## config.mk

```make
export PLATFORM = sky130hd
export DESIGN_NAME = csr_subsys
export DESIGN_NICKNAME = d
export VERILOG_FILES = /design/src/design/csr_pkg.sv /design/src/design/csr_subsys.sv /design/src/design/csr_wb_merge.sv /design/src/design/csr_exec_lane.sv /design/src/design/csr_decode.sv
export SDC_FILE = /design/constraint.sdc
export NUM_CORES = 1
export LEC_CHECK = 0
export BUFFER_PORTS_ARGS = -buffer_cell sky130_fd_sc_hd__buf_2
export CAP_MARGIN = 20
export CORE_ASPECT_RATIO = 0.9
export CORE_MARGIN = 2
export CORE_UTILIZATION = 56
export CTS_BUF_LIST = sky130_fd_sc_hd__clkbuf_8 sky130_fd_sc_hd__clkbuf_16
export DETAILED_ROUTE_END_ITERATION = 8
export MAX_ROUTING_LAYER = met4
export PLACE_DENSITY = 0.8
export SYNTH_ARGS = -nofsm -noshare
export SYNTH_HDL_FRONTEND = slang
export SYNTH_SLANG_ARGS = --single-unit
```

## constraint.sdc

```tcl
create_clock -name clk -period 3.06 [get_ports clk]
set_clock_uncertainty 0.1 [all_clocks]
set_input_delay 0.153 -clock clk [delete_from_list [all_inputs] [get_ports clk]]
set_output_delay 0.153 -clock clk [all_outputs]
set_load 0.005 [all_outputs]
```

## src/design/csr_pkg.sv

```systemverilog
// CSR execution block shared definitions
// Operation encoding for the Zicsr instructions, the SYSTEM major opcode
// and the address map of the machine CSRs each hart lane implements
package csr_pkg;

    // ************************************************************
    // Instruction encoding
    // ************************************************************

    localparam logic [6:0] OPC_SYSTEM = 7'b1110011;   // Major opcode shared by all Zicsr forms

    // Operation codes follow the low two bits of funct3 so the decoder
    // mapping stays easy to check against the ISA tables
    typedef enum logic [1:0] {
        CSR_RW = 2'b01,     // Write the operand into the CSR
        CSR_RS = 2'b10,     // Set the bits that are one in the operand
        CSR_RC = 2'b11      // Clear the bits that are one in the operand
    } csr_op_e;

    // ************************************************************
    // Machine CSR addresses
    // ************************************************************

    localparam logic [11:0] CSR_MSCRATCH = 12'h340;   // Scratch register for trap handlers
    localparam logic [11:0] CSR_MEPC     = 12'h341;   // Exception return address
    localparam logic [11:0] CSR_MCAUSE   = 12'h342;   // Trap cause code
    localparam logic [11:0] CSR_MTVEC    = 12'h305;   // Trap vector base
    localparam logic [11:0] CSR_MHARTID  = 12'hF14;   // Hart index, read-only

endpackage
```

## src/design/csr_subsys.sv

```systemverilog
`timescale 1ns/1ps
// CSR execution subsystem for a multi-hart barrel core
// Decode stage, one CSR lane per hart and a writeback merge, giving a fixed
// three-cycle path from instruction strobe to register-file write
module csr_subsys
    import csr_pkg::*;
#(
    parameter int  XLEN      = 32,
    parameter int  NUM_HARTS = 4,
    localparam int HID_W     = (NUM_HARTS > 1) ? $clog2(NUM_HARTS) : 1
) (
    input  logic             clk,
    input  logic             rst_n,
    input  logic             inst_valid,
    input  logic [31:0]      inst,
    input  logic [XLEN-1:0]  rs1_data,
    input  logic [HID_W-1:0] hart_id,
    output logic             wb_valid,
    output logic [HID_W-1:0] wb_hart,
    output logic [4:0]       wb_rd,
    output logic [XLEN-1:0]  wb_data
);

    logic [NUM_HARTS-1:0] issue;
    csr_op_e              op;
    logic [XLEN-1:0]      operand;
    logic                 csr_we;
    logic [11:0]          csr_addr;
    logic [4:0]           rd;
    logic [NUM_HARTS-1:0] lane_out_en;
    logic [4:0]           lane_rd      [NUM_HARTS];
    logic [XLEN-1:0]      lane_rd_data [NUM_HARTS];

    csr_decode #(
        .XLEN      (XLEN),
        .NUM_HARTS (NUM_HARTS)
    ) csr_decode_i (
        .clk        (clk),
        .rst_n      (rst_n),
        .inst_valid (inst_valid),
        .inst       (inst),
        .rs1_data   (rs1_data),
        .hart_id    (hart_id),
        .issue      (issue),
        .op         (op),
        .operand    (operand),
        .csr_we     (csr_we),
        .csr_addr   (csr_addr),
        .rd         (rd)
    );

    // Every lane sees the shared decode bus; only its issue bit differs
    for (genvar g = 0; g < NUM_HARTS; g++) begin : g_lane
        csr_exec_lane #(
            .XLEN    (XLEN),
            .HART_ID (g)
        ) csr_exec_lane_i (
            .clk      (clk),
            .rst_n    (rst_n),
            .issue    (issue[g]),
            .op       (op),
            .operand  (operand),
            .csr_we   (csr_we),
            .csr_addr (csr_addr),
            .rd       (rd),
            .out_en   (lane_out_en[g]),
            .rd_out   (lane_rd[g]),
            .rd_data  (lane_rd_data[g])
        );
    end

    csr_wb_merge #(
        .XLEN      (XLEN),
        .NUM_HARTS (NUM_HARTS)
    ) csr_wb_merge_i (
        .clk          (clk),
        .rst_n        (rst_n),
        .lane_out_en  (lane_out_en),
        .lane_rd      (lane_rd),
        .lane_rd_data (lane_rd_data),
        .wb_valid     (wb_valid),
        .wb_hart      (wb_hart),
        .wb_rd        (wb_rd),
        .wb_data      (wb_data)
    );

endmodule

```

## src/design/csr_wb_merge.sv

```systemverilog
`timescale 1ns/1ps
// Writeback merge for the CSR lanes
// Picks the one lane with a result this cycle, encodes its hart index and
// drives a single registered register-file write port
module csr_wb_merge #(
    parameter int  XLEN      = 32,
    parameter int  NUM_HARTS = 4,
    localparam int HID_W     = (NUM_HARTS > 1) ? $clog2(NUM_HARTS) : 1
) (
    input  logic                 clk,
    input  logic                 rst_n,
    input  logic [NUM_HARTS-1:0] lane_out_en,                   // At most one bit set
    input  logic [4:0]           lane_rd      [NUM_HARTS],
    input  logic [XLEN-1:0]      lane_rd_data [NUM_HARTS],
    output logic                 wb_valid,
    output logic [HID_W-1:0]     wb_hart,
    output logic [4:0]           wb_rd,
    output logic [XLEN-1:0]      wb_data
);

    logic             sel_valid;
    logic [HID_W-1:0] sel_hart;
    logic [4:0]       sel_rd;
    logic [XLEN-1:0]  sel_data;

    // Issue is one-hot upstream, so the last match is the only match
    always_comb begin
        sel_valid = 1'b0;
        sel_hart  = '0;
        sel_rd    = '0;
        sel_data  = '0;
        for (int h = 0; h < NUM_HARTS; h++) begin
            if (lane_out_en[h]) begin
                sel_valid = 1'b1;
                sel_hart  = HID_W'(h);
                sel_rd    = lane_rd[h];
                sel_data  = lane_rd_data[h];
            end
        end
    end

    always_ff @(posedge clk) begin
        if (rst_n) begin
            wb_valid <= 1'b0;
        end else begin
            wb_valid <= sel_valid && (sel_rd != 5'd0);   // x0 is hardwired, nothing to write
        end
    end

    always_ff @(posedge clk) begin
        if (sel_valid) begin
            wb_hart <= sel_hart;
            wb_rd   <= sel_rd;
            wb_data <= sel_data;
        end
    end

endmodule

```

## src/design/csr_exec_lane.sv

```systemverilog
`timescale 1ns/1ps
// CSR execution lane for a single hart
// Holds the hart's machine CSR bank and performs the read-modify-write of
// one Zicsr operation per issue, returning the old value for rd
module csr_exec_lane
    import csr_pkg::*;
#(
    parameter int XLEN    = 32,
    parameter int HART_ID = 0
) (
    input  logic            clk,
    input  logic            rst_n,
    input  logic            issue,          // This lane owns the decoded instruction
    input  csr_op_e         op,
    input  logic [XLEN-1:0] operand,
    input  logic            csr_we,
    input  logic [11:0]     csr_addr,
    input  logic [4:0]      rd,
    output logic            out_en,         // Result strobe toward the merge stage
    output logic [4:0]      rd_out,
    output logic [XLEN-1:0] rd_data
);

    logic [XLEN-1:0] mscratch;
    logic [XLEN-1:0] mepc;
    logic [XLEN-1:0] mcause;
    logic [XLEN-1:0] mtvec;
    logic [XLEN-1:0] old_val;          // Value before the operation, goes to rd
    logic [XLEN-1:0] new_val;
    logic            writable;
    logic            do_write;

    // ************************************************************
    // CSR read and modify
    // ************************************************************

    always_comb begin
        writable = 1'b1;
        case (csr_addr)
            CSR_MSCRATCH: old_val = mscratch;
            CSR_MEPC:     old_val = mepc;
            CSR_MCAUSE:   old_val = mcause;
            CSR_MTVEC:    old_val = mtvec;
            CSR_MHARTID: begin
                old_val  = XLEN'(HART_ID);     // Fixed per lane by the generate index
                writable = 1'b0;
            end
            default: begin
                old_val  = '0;                 // Unimplemented CSRs read as zero
                writable = 1'b0;
            end
        endcase
    end

    always_comb begin
        case (op)
            CSR_RS:  new_val = old_val | operand;
            CSR_RC:  new_val = old_val & ~operand;
            CSR_RW:  new_val = operand;
            default: new_val = old_val;
        endcase
    end

    assign do_write = issue && csr_we && writable;

    // ************************************************************
    // CSR bank
    // ************************************************************

    // Update lands on the same edge as the result, so the next
    // instruction to this hart already reads the new value
    always_ff @(posedge clk) begin
        if (rst_n) begin
            mscratch <= '0;
            mepc     <= '0;
            mcause   <= '0;
            mtvec    <= '0;
        end else if (do_write) begin
            case (csr_addr)
                CSR_MSCRATCH: mscratch <= new_val;
                CSR_MEPC:     mepc     <= new_val;
                CSR_MCAUSE:   mcause   <= new_val;
                CSR_MTVEC:    mtvec    <= new_val;
                default:      ;                 // Filtered out by writable
            endcase
        end
    end

    // ************************************************************
    // Result register
    // ************************************************************

    always_ff @(posedge clk) begin
        if (rst_n) begin
            out_en <= 1'b0;
        end else begin
            out_en <= issue;
        end
    end

    always_ff @(posedge clk) begin
        if (issue) begin
            rd_out  <= rd;
            rd_data <= old_val;                // Zicsr returns the value before the update
        end
    end

endmodule

```

## src/design/csr_decode.sv

```systemverilog
`timescale 1ns/1ps
// CSR instruction decoder
// Picks the six Zicsr instructions out of the incoming stream, forms the
// operand and CSR write enable, and issues the registered result to the
// lane of the hart that sent it
module csr_decode
    import csr_pkg::*;
#(
    parameter int  XLEN      = 32,
    parameter int  NUM_HARTS = 4,
    localparam int HID_W     = (NUM_HARTS > 1) ? $clog2(NUM_HARTS) : 1
) (
    input  logic                 clk,
    input  logic                 rst_n,
    input  logic                 inst_valid,    // One instruction per strobe
    input  logic [31:0]          inst,
    input  logic [XLEN-1:0]      rs1_data,
    input  logic [HID_W-1:0]     hart_id,
    output logic [NUM_HARTS-1:0] issue,         // One-hot lane select
    output csr_op_e              op,
    output logic [XLEN-1:0]      operand,
    output logic                 csr_we,
    output logic [11:0]          csr_addr,
    output logic [4:0]           rd
);

    logic [6:0]           opcode;
    logic [2:0]           funct3;
    logic [4:0]           rs1_field;     // Register index or 5-bit immediate
    logic                 use_imm;
    logic                 is_csr;
    csr_op_e              op_nxt;
    logic [XLEN-1:0]      operand_nxt;
    logic                 we_nxt;
    logic [NUM_HARTS-1:0] issue_nxt;

    // ************************************************************
    // Field extraction and classification
    // ************************************************************

    assign opcode    = inst[6:0];
    assign funct3    = inst[14:12];
    assign rs1_field = inst[19:15];
    assign use_imm   = funct3[2];                  // Upper funct3 bit picks the uimm forms

    // funct3 of 000 is ECALL/EBREAK/xRET and 100 is reserved
    assign is_csr = (opcode == OPC_SYSTEM) && (funct3[1:0] != 2'b00);

    always_comb begin
        case (funct3[1:0])
            2'b10:   op_nxt = CSR_RS;
            2'b11:   op_nxt = CSR_RC;
            default: op_nxt = CSR_RW;              // 00 never issues, so the value is moot
        endcase
    end

    assign operand_nxt = use_imm ? XLEN'(rs1_field) : rs1_data;    // uimm is zero-extended

    // Set and clear with x0 or a zero immediate only read the CSR
    assign we_nxt = (op_nxt == CSR_RW) || (rs1_field != 5'd0);

    always_comb begin
        for (int h = 0; h < NUM_HARTS; h++) begin
            issue_nxt[h] = inst_valid && is_csr && (hart_id == HID_W'(h));
        end
    end

    // ************************************************************
    // Decode register stage
    // ************************************************************

    always_ff @(posedge clk) begin
        if (rst_n) begin
            issue <= '0;
        end else begin
            issue <= issue_nxt;
        end
    end

    always_ff @(posedge clk) begin
        op       <= op_nxt;
        operand  <= operand_nxt;
        csr_we   <= we_nxt;
        csr_addr <= inst[31:20];                   // CSR address sits in the I-type immediate
        rd       <= inst[11:7];
    end

endmodule

```

==> results.yml, run 1 <==
run_status:
  outcome: "complete, but fails checks"
  violations: "hold timing"
global_route:
  grt_max_degree: 172
  antenna_found_initial: 2
  first_global_vias: 28308
  track_usage: 0.357
  grt_first_pass_wirelength_mm: 169
  grt-ovfl-total: 0
final_layout:
  final.fill_count: 4775
  final_util: 0.644
  final_nets: 3763
  drive_gt1_frac: 0.168
  layout_commonest_cell: "dfxtp_1"
  area_growth_syn_to_layout_pct: 13.9
  most-common-layout-cells: "560 x dfxtp_1, 407 x nand2_1, 199 x o21ai_0, 187 x edfxtp_1, 173 x mux2_2"
drt:
  detail_route.vias_per_cell: 6.54
  wl_mm: 112
  dr.pass1.iters: 6
  wire_per_inst_microns: 24.6
  drc: 0
  ant_nets: 0
  drt_first_iter_violations: 3587
  dr_total_vias: 29791
job:
  drv_cap: 0
cts:
  cts_sinks: 760
  htreeDepth: 3
  max-clock-path-buffers: 3
  clkTransAtPathRegs_ns: 0.06
  tritoncts: "done"
  clock_latency_ns: 0.65
  cts_buffers: 76
  root_buffer: "clkbuf_16"
hold_path:
  min_path_type: "in2reg"
floorplanning:
  dieArea_sq_mm: 0.0637
  dieHeight_microns: 240
  start_util: 0.566
  rows: 86
  ios: 109
  die_w_microns: 266
  core_sq_mm: 0.0611
place:
  io_buffers: 108
  gp_congestion: 0.912
  hpwlAfterDp_mm: 66.2
timing:
  rsz0062_at_grt: "no"
  maxSlewViolCount: 0
  timing.slew.headroom: 0.206
  tns_ns: 0
  post-route-period-util: 0.949
  max_freq_ghz: 0.344
  final-hold-violation-count: 6
  fin_hold_ws_ns: -0.0200
  worstMarginPinSlew_ns: 1.19
  finalCriticalPeriod_ns: 2.91
  finalSetupViolations: 0
logic_synthesis:
  ys_async_sr_fraction: 0
  yosys_warnings: 0
  postSynthAreaPerCell_sq_um: 9.57
  synth_area_sq_mm: 0.0346
  synth_cell_types: 71
  synth_edf_count: 187
  ys_seq_area_frac: 0.494
  synth-seq-cells: 760
  synth_top_flop_cell: "dfxtp_1"
  synth_cells: 3612
  syn_nets: 3681
worst_setup_path:
  crit_arrival_ns: 3.38
  critPathLaunchType: "register"
  required_ns: 3.53
  critPathKind: "reg2reg"
  path_max_fanout: 20
  endpoint_kind: "register"
  worst-r2r-setup-slack_ns: 0.15
power_and_ir_drop:
  ir_drop_mv: 0.334
  pwr_density_cell_mw_per_mm2: 521
  p_leak_uw: 0.0165
through the flow:
stage	instance area [sq um]	power, uW	std cells	setup slack (ns)
after floorplan	34600	11100	3612	0.206
final	39400	20500	4556	0.155
after CTS	39400	20500	4549	0.186
after global placement	36300	11400	4342	0.234
after detailed placement	36300	11500	4342	0.212
after global routing	39400	21000	4550	0.0659
metal layers:
metal	share of wire	track usage
met5	0	-
met4	0.060	0.195
met3	0.12	0.0744
met2	0.44	0.527
met1	0.38	0.458
critical path, stage by stage, from the launching register on:
cell and delay [ns]:
dfxtp_1 0.31, or3_1 0.58, nor4_4 0.58, buf_12 0.22, buf_4 0.31, nand2_1 0.12, a31oi_1 0.38, mux2_2 0.24
synth_stat cells (9+ instances only):
cell       number  area [sq um]
dfxtp_1       573         11500
nor2_1        138           518
nand3_1        55           275
mux2_2        173          1950
and3b_1        67           587
a31oi_1        77           482
o21ai_0       199           996
nor3_1        167           836
or3_1          33           206
a221o_1        34           340
and3_1        160          1000
inv_1          81           304
a32o_1          9          90.1
o21ai_1         9          45.0
a21oi_1       158           791
o2bb2ai_1      11          96.3
a21oi_2        27           236
buf_2          38           190
o211ai_1      122           916
mux2i_1       144          1440
a22oi_1        10          75.1
nand2_1       408          1530
nor2b_1       112           701
clkbuf_1      225           845
a31o_2         21           184
a21o_1        160          1200
buf_1          36           135
xnor2_1        31           272
edfxtp_1      187          5620
and2_1         29           181
a31o_1          9          78.8
report_power, final:
part / internal (uW) / switching, uW
registers: 10300 / 71.1
clock network: 5170 / 4020
logic: 303 / 694
flip-flops by register name (all words and copies together) (netlist names), 12 cells and up:
register / cells
csr_wb_merge_i.wb_data: 32
csr_decode_i.operand: 32
g_lane.csr_exec_lane_i.mepc: 128
g_lane.csr_exec_lane_i.mcause: 128
g_lane.csr_exec_lane_i.rd_data: 128
g_lane.csr_exec_lane_i.mscratch: 128
csr_decode_i.csr_addr: 12
g_lane.csr_exec_lane_i.rd_out: 20
g_lane.csr_exec_lane_i.mtvec: 128
path summary, 6_finish.rpt:
check / to / cells past startpoint / from
worst max register to register: g_lane[1].csr_exec_lane_i.mepc[24] / 7 / csr_decode_i.csr_addr[11]
worst min register to register: g_lane[1].csr_exec_lane_i.mtvec[6] / 2 / g_lane[1].csr_exec_lane_i.mtvec[6]
worst max-delay path: g_lane[1].csr_exec_lane_i.mepc[24] / 7 / csr_decode_i.csr_addr[11]
worst min-delay path: csr_decode_i.operand[30] / 2 / inst[14]
area by class of cell:
class / count / area [sq um] / share of cell area
diodes: 7 / 17.5 / 0.000445
clock buffers: 86 / 2060 / 0.0524
clock inverters: 55 / 365 / 0.00928
inverters: 83 / 317 / 0.00804
multi-input cells: 2460 / 16000 / 0.406
flip-flops and latches: 760 / 17100 / 0.435
well taps: 792 / 991 / 0.0252
repair buffers: 313 / 2530 / 0.0644
logic make-up (layout without fill, tap and decap cells):
group / after synthesis / in the layout / share of synthesized area
buffers and inverters: 392 / 537 / 0.0458
AOI/OAI and AO/OA: 885 / 885 / 0.169
DFF: 760 / 760 / 0.494
and+or+nand+nor: 1226 / 1226 / 0.185
other: 0 / 7 / 0
xor gates and xnor gates: 32 / 32 / 0.00811
muxes: 317 / 317 / 0.0981
repair_timing:
item / CTS / global route
hold buffers: 66 / 0
setup buffers: 0 / 0
endpoints found under the hold margin: 89 / 0
setup endpoints to repair: 0 / 4
resized for setup: 0 / 1
Note: power is estimated with default switching activity, not from simulation.
==> inputs of run 2 (changes only) <==
ABC_CLOCK_PERIOD_IN_PS = 3060   (was unset)
CORE_UTILIZATION = 50   (was 56)
PLACE_DENSITY = 0.73   (was 0.8)
==> run 2 against run 1 <==
- the run now ends clean
- via count is 1.1% lower
- final area is 1.1% higher
- sequential cell count stayed put
- sequential share of layout area is 0.45 points lower
- die area is 12% higher
- register-to-register slack better by 0.12 ns
- final cell count is 3.2% higher
- total power is 1.3% higher
- critical endpoint is now g_lane[1].csr_exec_lane_i.mepc[2]
==> results.yml, run 2 (synthesized netlist as in run 1, its figures left out) <==
floorplanning:
  ios: 109
  core_sq_mm: 0.0684
  start_util: 0.505
  die_w_microns: 281
  dieHeight_microns: 253
  rows: 91
  dieArea_sq_mm: 0.0713
global_route:
  first_global_vias: 28030
  gr-usage-met2: 0.495
  top_usage_layer: "met2"
  antenna_found_initial: 2
  grt_use_met1: 0.429
  grt_max_degree: 92
  grt_first_pass_wirelength_mm: 174
  grt-ovfl-total: 0
  track_usage: 0.332
  met3_usage: 0.0687
final_layout:
  area_growth_syn_to_layout_pct: 15.1
  regArea_sq_mm: 0.0171
  final.fill_count: 5751
  final_nets: 3777
  layout_commonest_cell: "dfxtp_1"
  most-common-layout-cells: "560 x dfxtp_1, 407 x nand2_1, 199 x o21ai_0, 187 x edfxtp_1, 173 x mux2_2"
  drive_gt1_frac: 0.174
  multi_input_area_sq_mm: 0.0160
cts:
  cts_buffers: 79
  htreeDepth: 3
  clkTransAtPathRegs_ns: 0.06
  clock_latency_ns: 0.64
  cts-resized-gates: 0
  cts_sinks: 760
  tritoncts: "done"
  max-clock-path-buffers: 3
  root_buffer: "clkbuf_16"
worst_setup_path:
  path_max_fanout: 51
  slowest_stage: "or4b_4"
  cp_cell_sequence: "or4b_4 > nor4_4 > buf_4 > buf_12 > nand2_1 > a31oi_1 > mux2_2"
  critPathKind: "reg2reg"
  endpoint_kind: "register"
  crit_arrival_ns: 3.27
  required_ns: 3.54
  critPathLaunchType: "register"
  critPathMaxStageDelay_ns: 0.64
run_status:
  outcome: "finished, final reports clean"
timing:
  tns_ns: 0
  post-route-period-util: 0.911
  finalCriticalPeriod_ns: 2.79
  worstMarginPinSlew_ns: 1.01
  timing.slew.headroom: 0.329
  finalSetupViolations: 0
  rsz0062_at_grt: "no"
  max_freq_ghz: 0.359
  fin_ws_ns: 0.271
  maxSlewViolCount: 0
  final-hold-violation-count: 0
power_and_ir_drop:
  ir_drop_mv: 0.368
  pwr_density_cell_mw_per_mm2: 523
  p_leak_uw: 0.0167
drt:
  wire_per_inst_microns: 24.8
  ant_nets: 0
  wl_mm: 116
  detail_route.vias_per_cell: 6.26
  dr_total_vias: 29456
  drc: 0
  dr.pass1.iters: 6
  drt_first_iter_violations: 3615
place:
  place_ws_ns: 0.362
  hpwlAfterDp_mm: 69.8
  gp_congestion: 0.961
  io_buffers: 108
hold_path:
  min_path_type: "in2reg"
job:
  drv_cap: 0
==> run 2: path summary, 6_finish.rpt <==
| kind | from | end | slack [ns] | depth (start not counted) |
|---|---|---|---|---|
| max | csr_decode_i.csr_addr[3] | g_lane[1].csr_exec_lane_i.mepc[2] | 0.27 | 7 |
| min | inst[1] | csr_decode_i.issue[2] | 0.04 | 4 |
| max reg2reg | csr_decode_i.csr_addr[3] | g_lane[1].csr_exec_lane_i.mepc[2] | 0.27 | 7 |
| min reg2reg | g_lane[1].csr_exec_lane_i.mtvec[28] | g_lane[1].csr_exec_lane_i.mtvec[28] | 0.35 | 2 |
==> run 2: critical path, delay by kind of cell (launching register included) <==
family | cells | cell delay, ns
compound gates | 1 | 0.43
flops | 1 | 0.38
mux | 1 | 0.24
simple gates | 3 | 1.03
buf+inv | 2 | 0.55
==> run 2: through the flow <==
stage                     total power (uW)  hold WS [ns]  std cells  instance area, sq um   util
after floorplan                      11100        0.0807       3612                 34600      -
final                                20800        0.0406       4704                 39800  0.581
after CTS                            20800        0.0192       4703                 39800  0.581
after global placement               11500         0.156       4494                 36600  0.535
after detailed placement             11500         0.157       4494                 36600  0.535
after global routing                 21300        0.0576       4704                 39800  0.581
==> run 2: report_power, final <==
part	switching, uW	internal [uW]	total [uW]
registers	78.5	10300	10400
logic	703	300	1000
clock network	4090	5340	9440
==> run 2: metal layers <==
layer | vias up | wire length, microns
met2 | 1845 | 50600
met5 | - | 0
li1 | 13183 | -
met3 | 387 | 13200
met1 | 14041 | 46400
met4 | 0 | 6220
==> run 2: final cells by class <==
cell class | instances | area share
Antenna cell | 1 | 0.0000629
Multi-Input combinational cell | 2460 | 0.402
Tap cell | 930 | 0.0292
Timing Repair Buffer | 324 | 0.0677
Clock inverter | 53 | 0.00805
Clock buffer | 93 | 0.0551
Inverter | 83 | 0.00796
Sequential cell | 760 | 0.430
==> run 2: timing repair <==
action                    in CTS  in global routing
hold endpoints to repair      92                  0
buffers inserted               0                  0
hold buffers                  63                  0
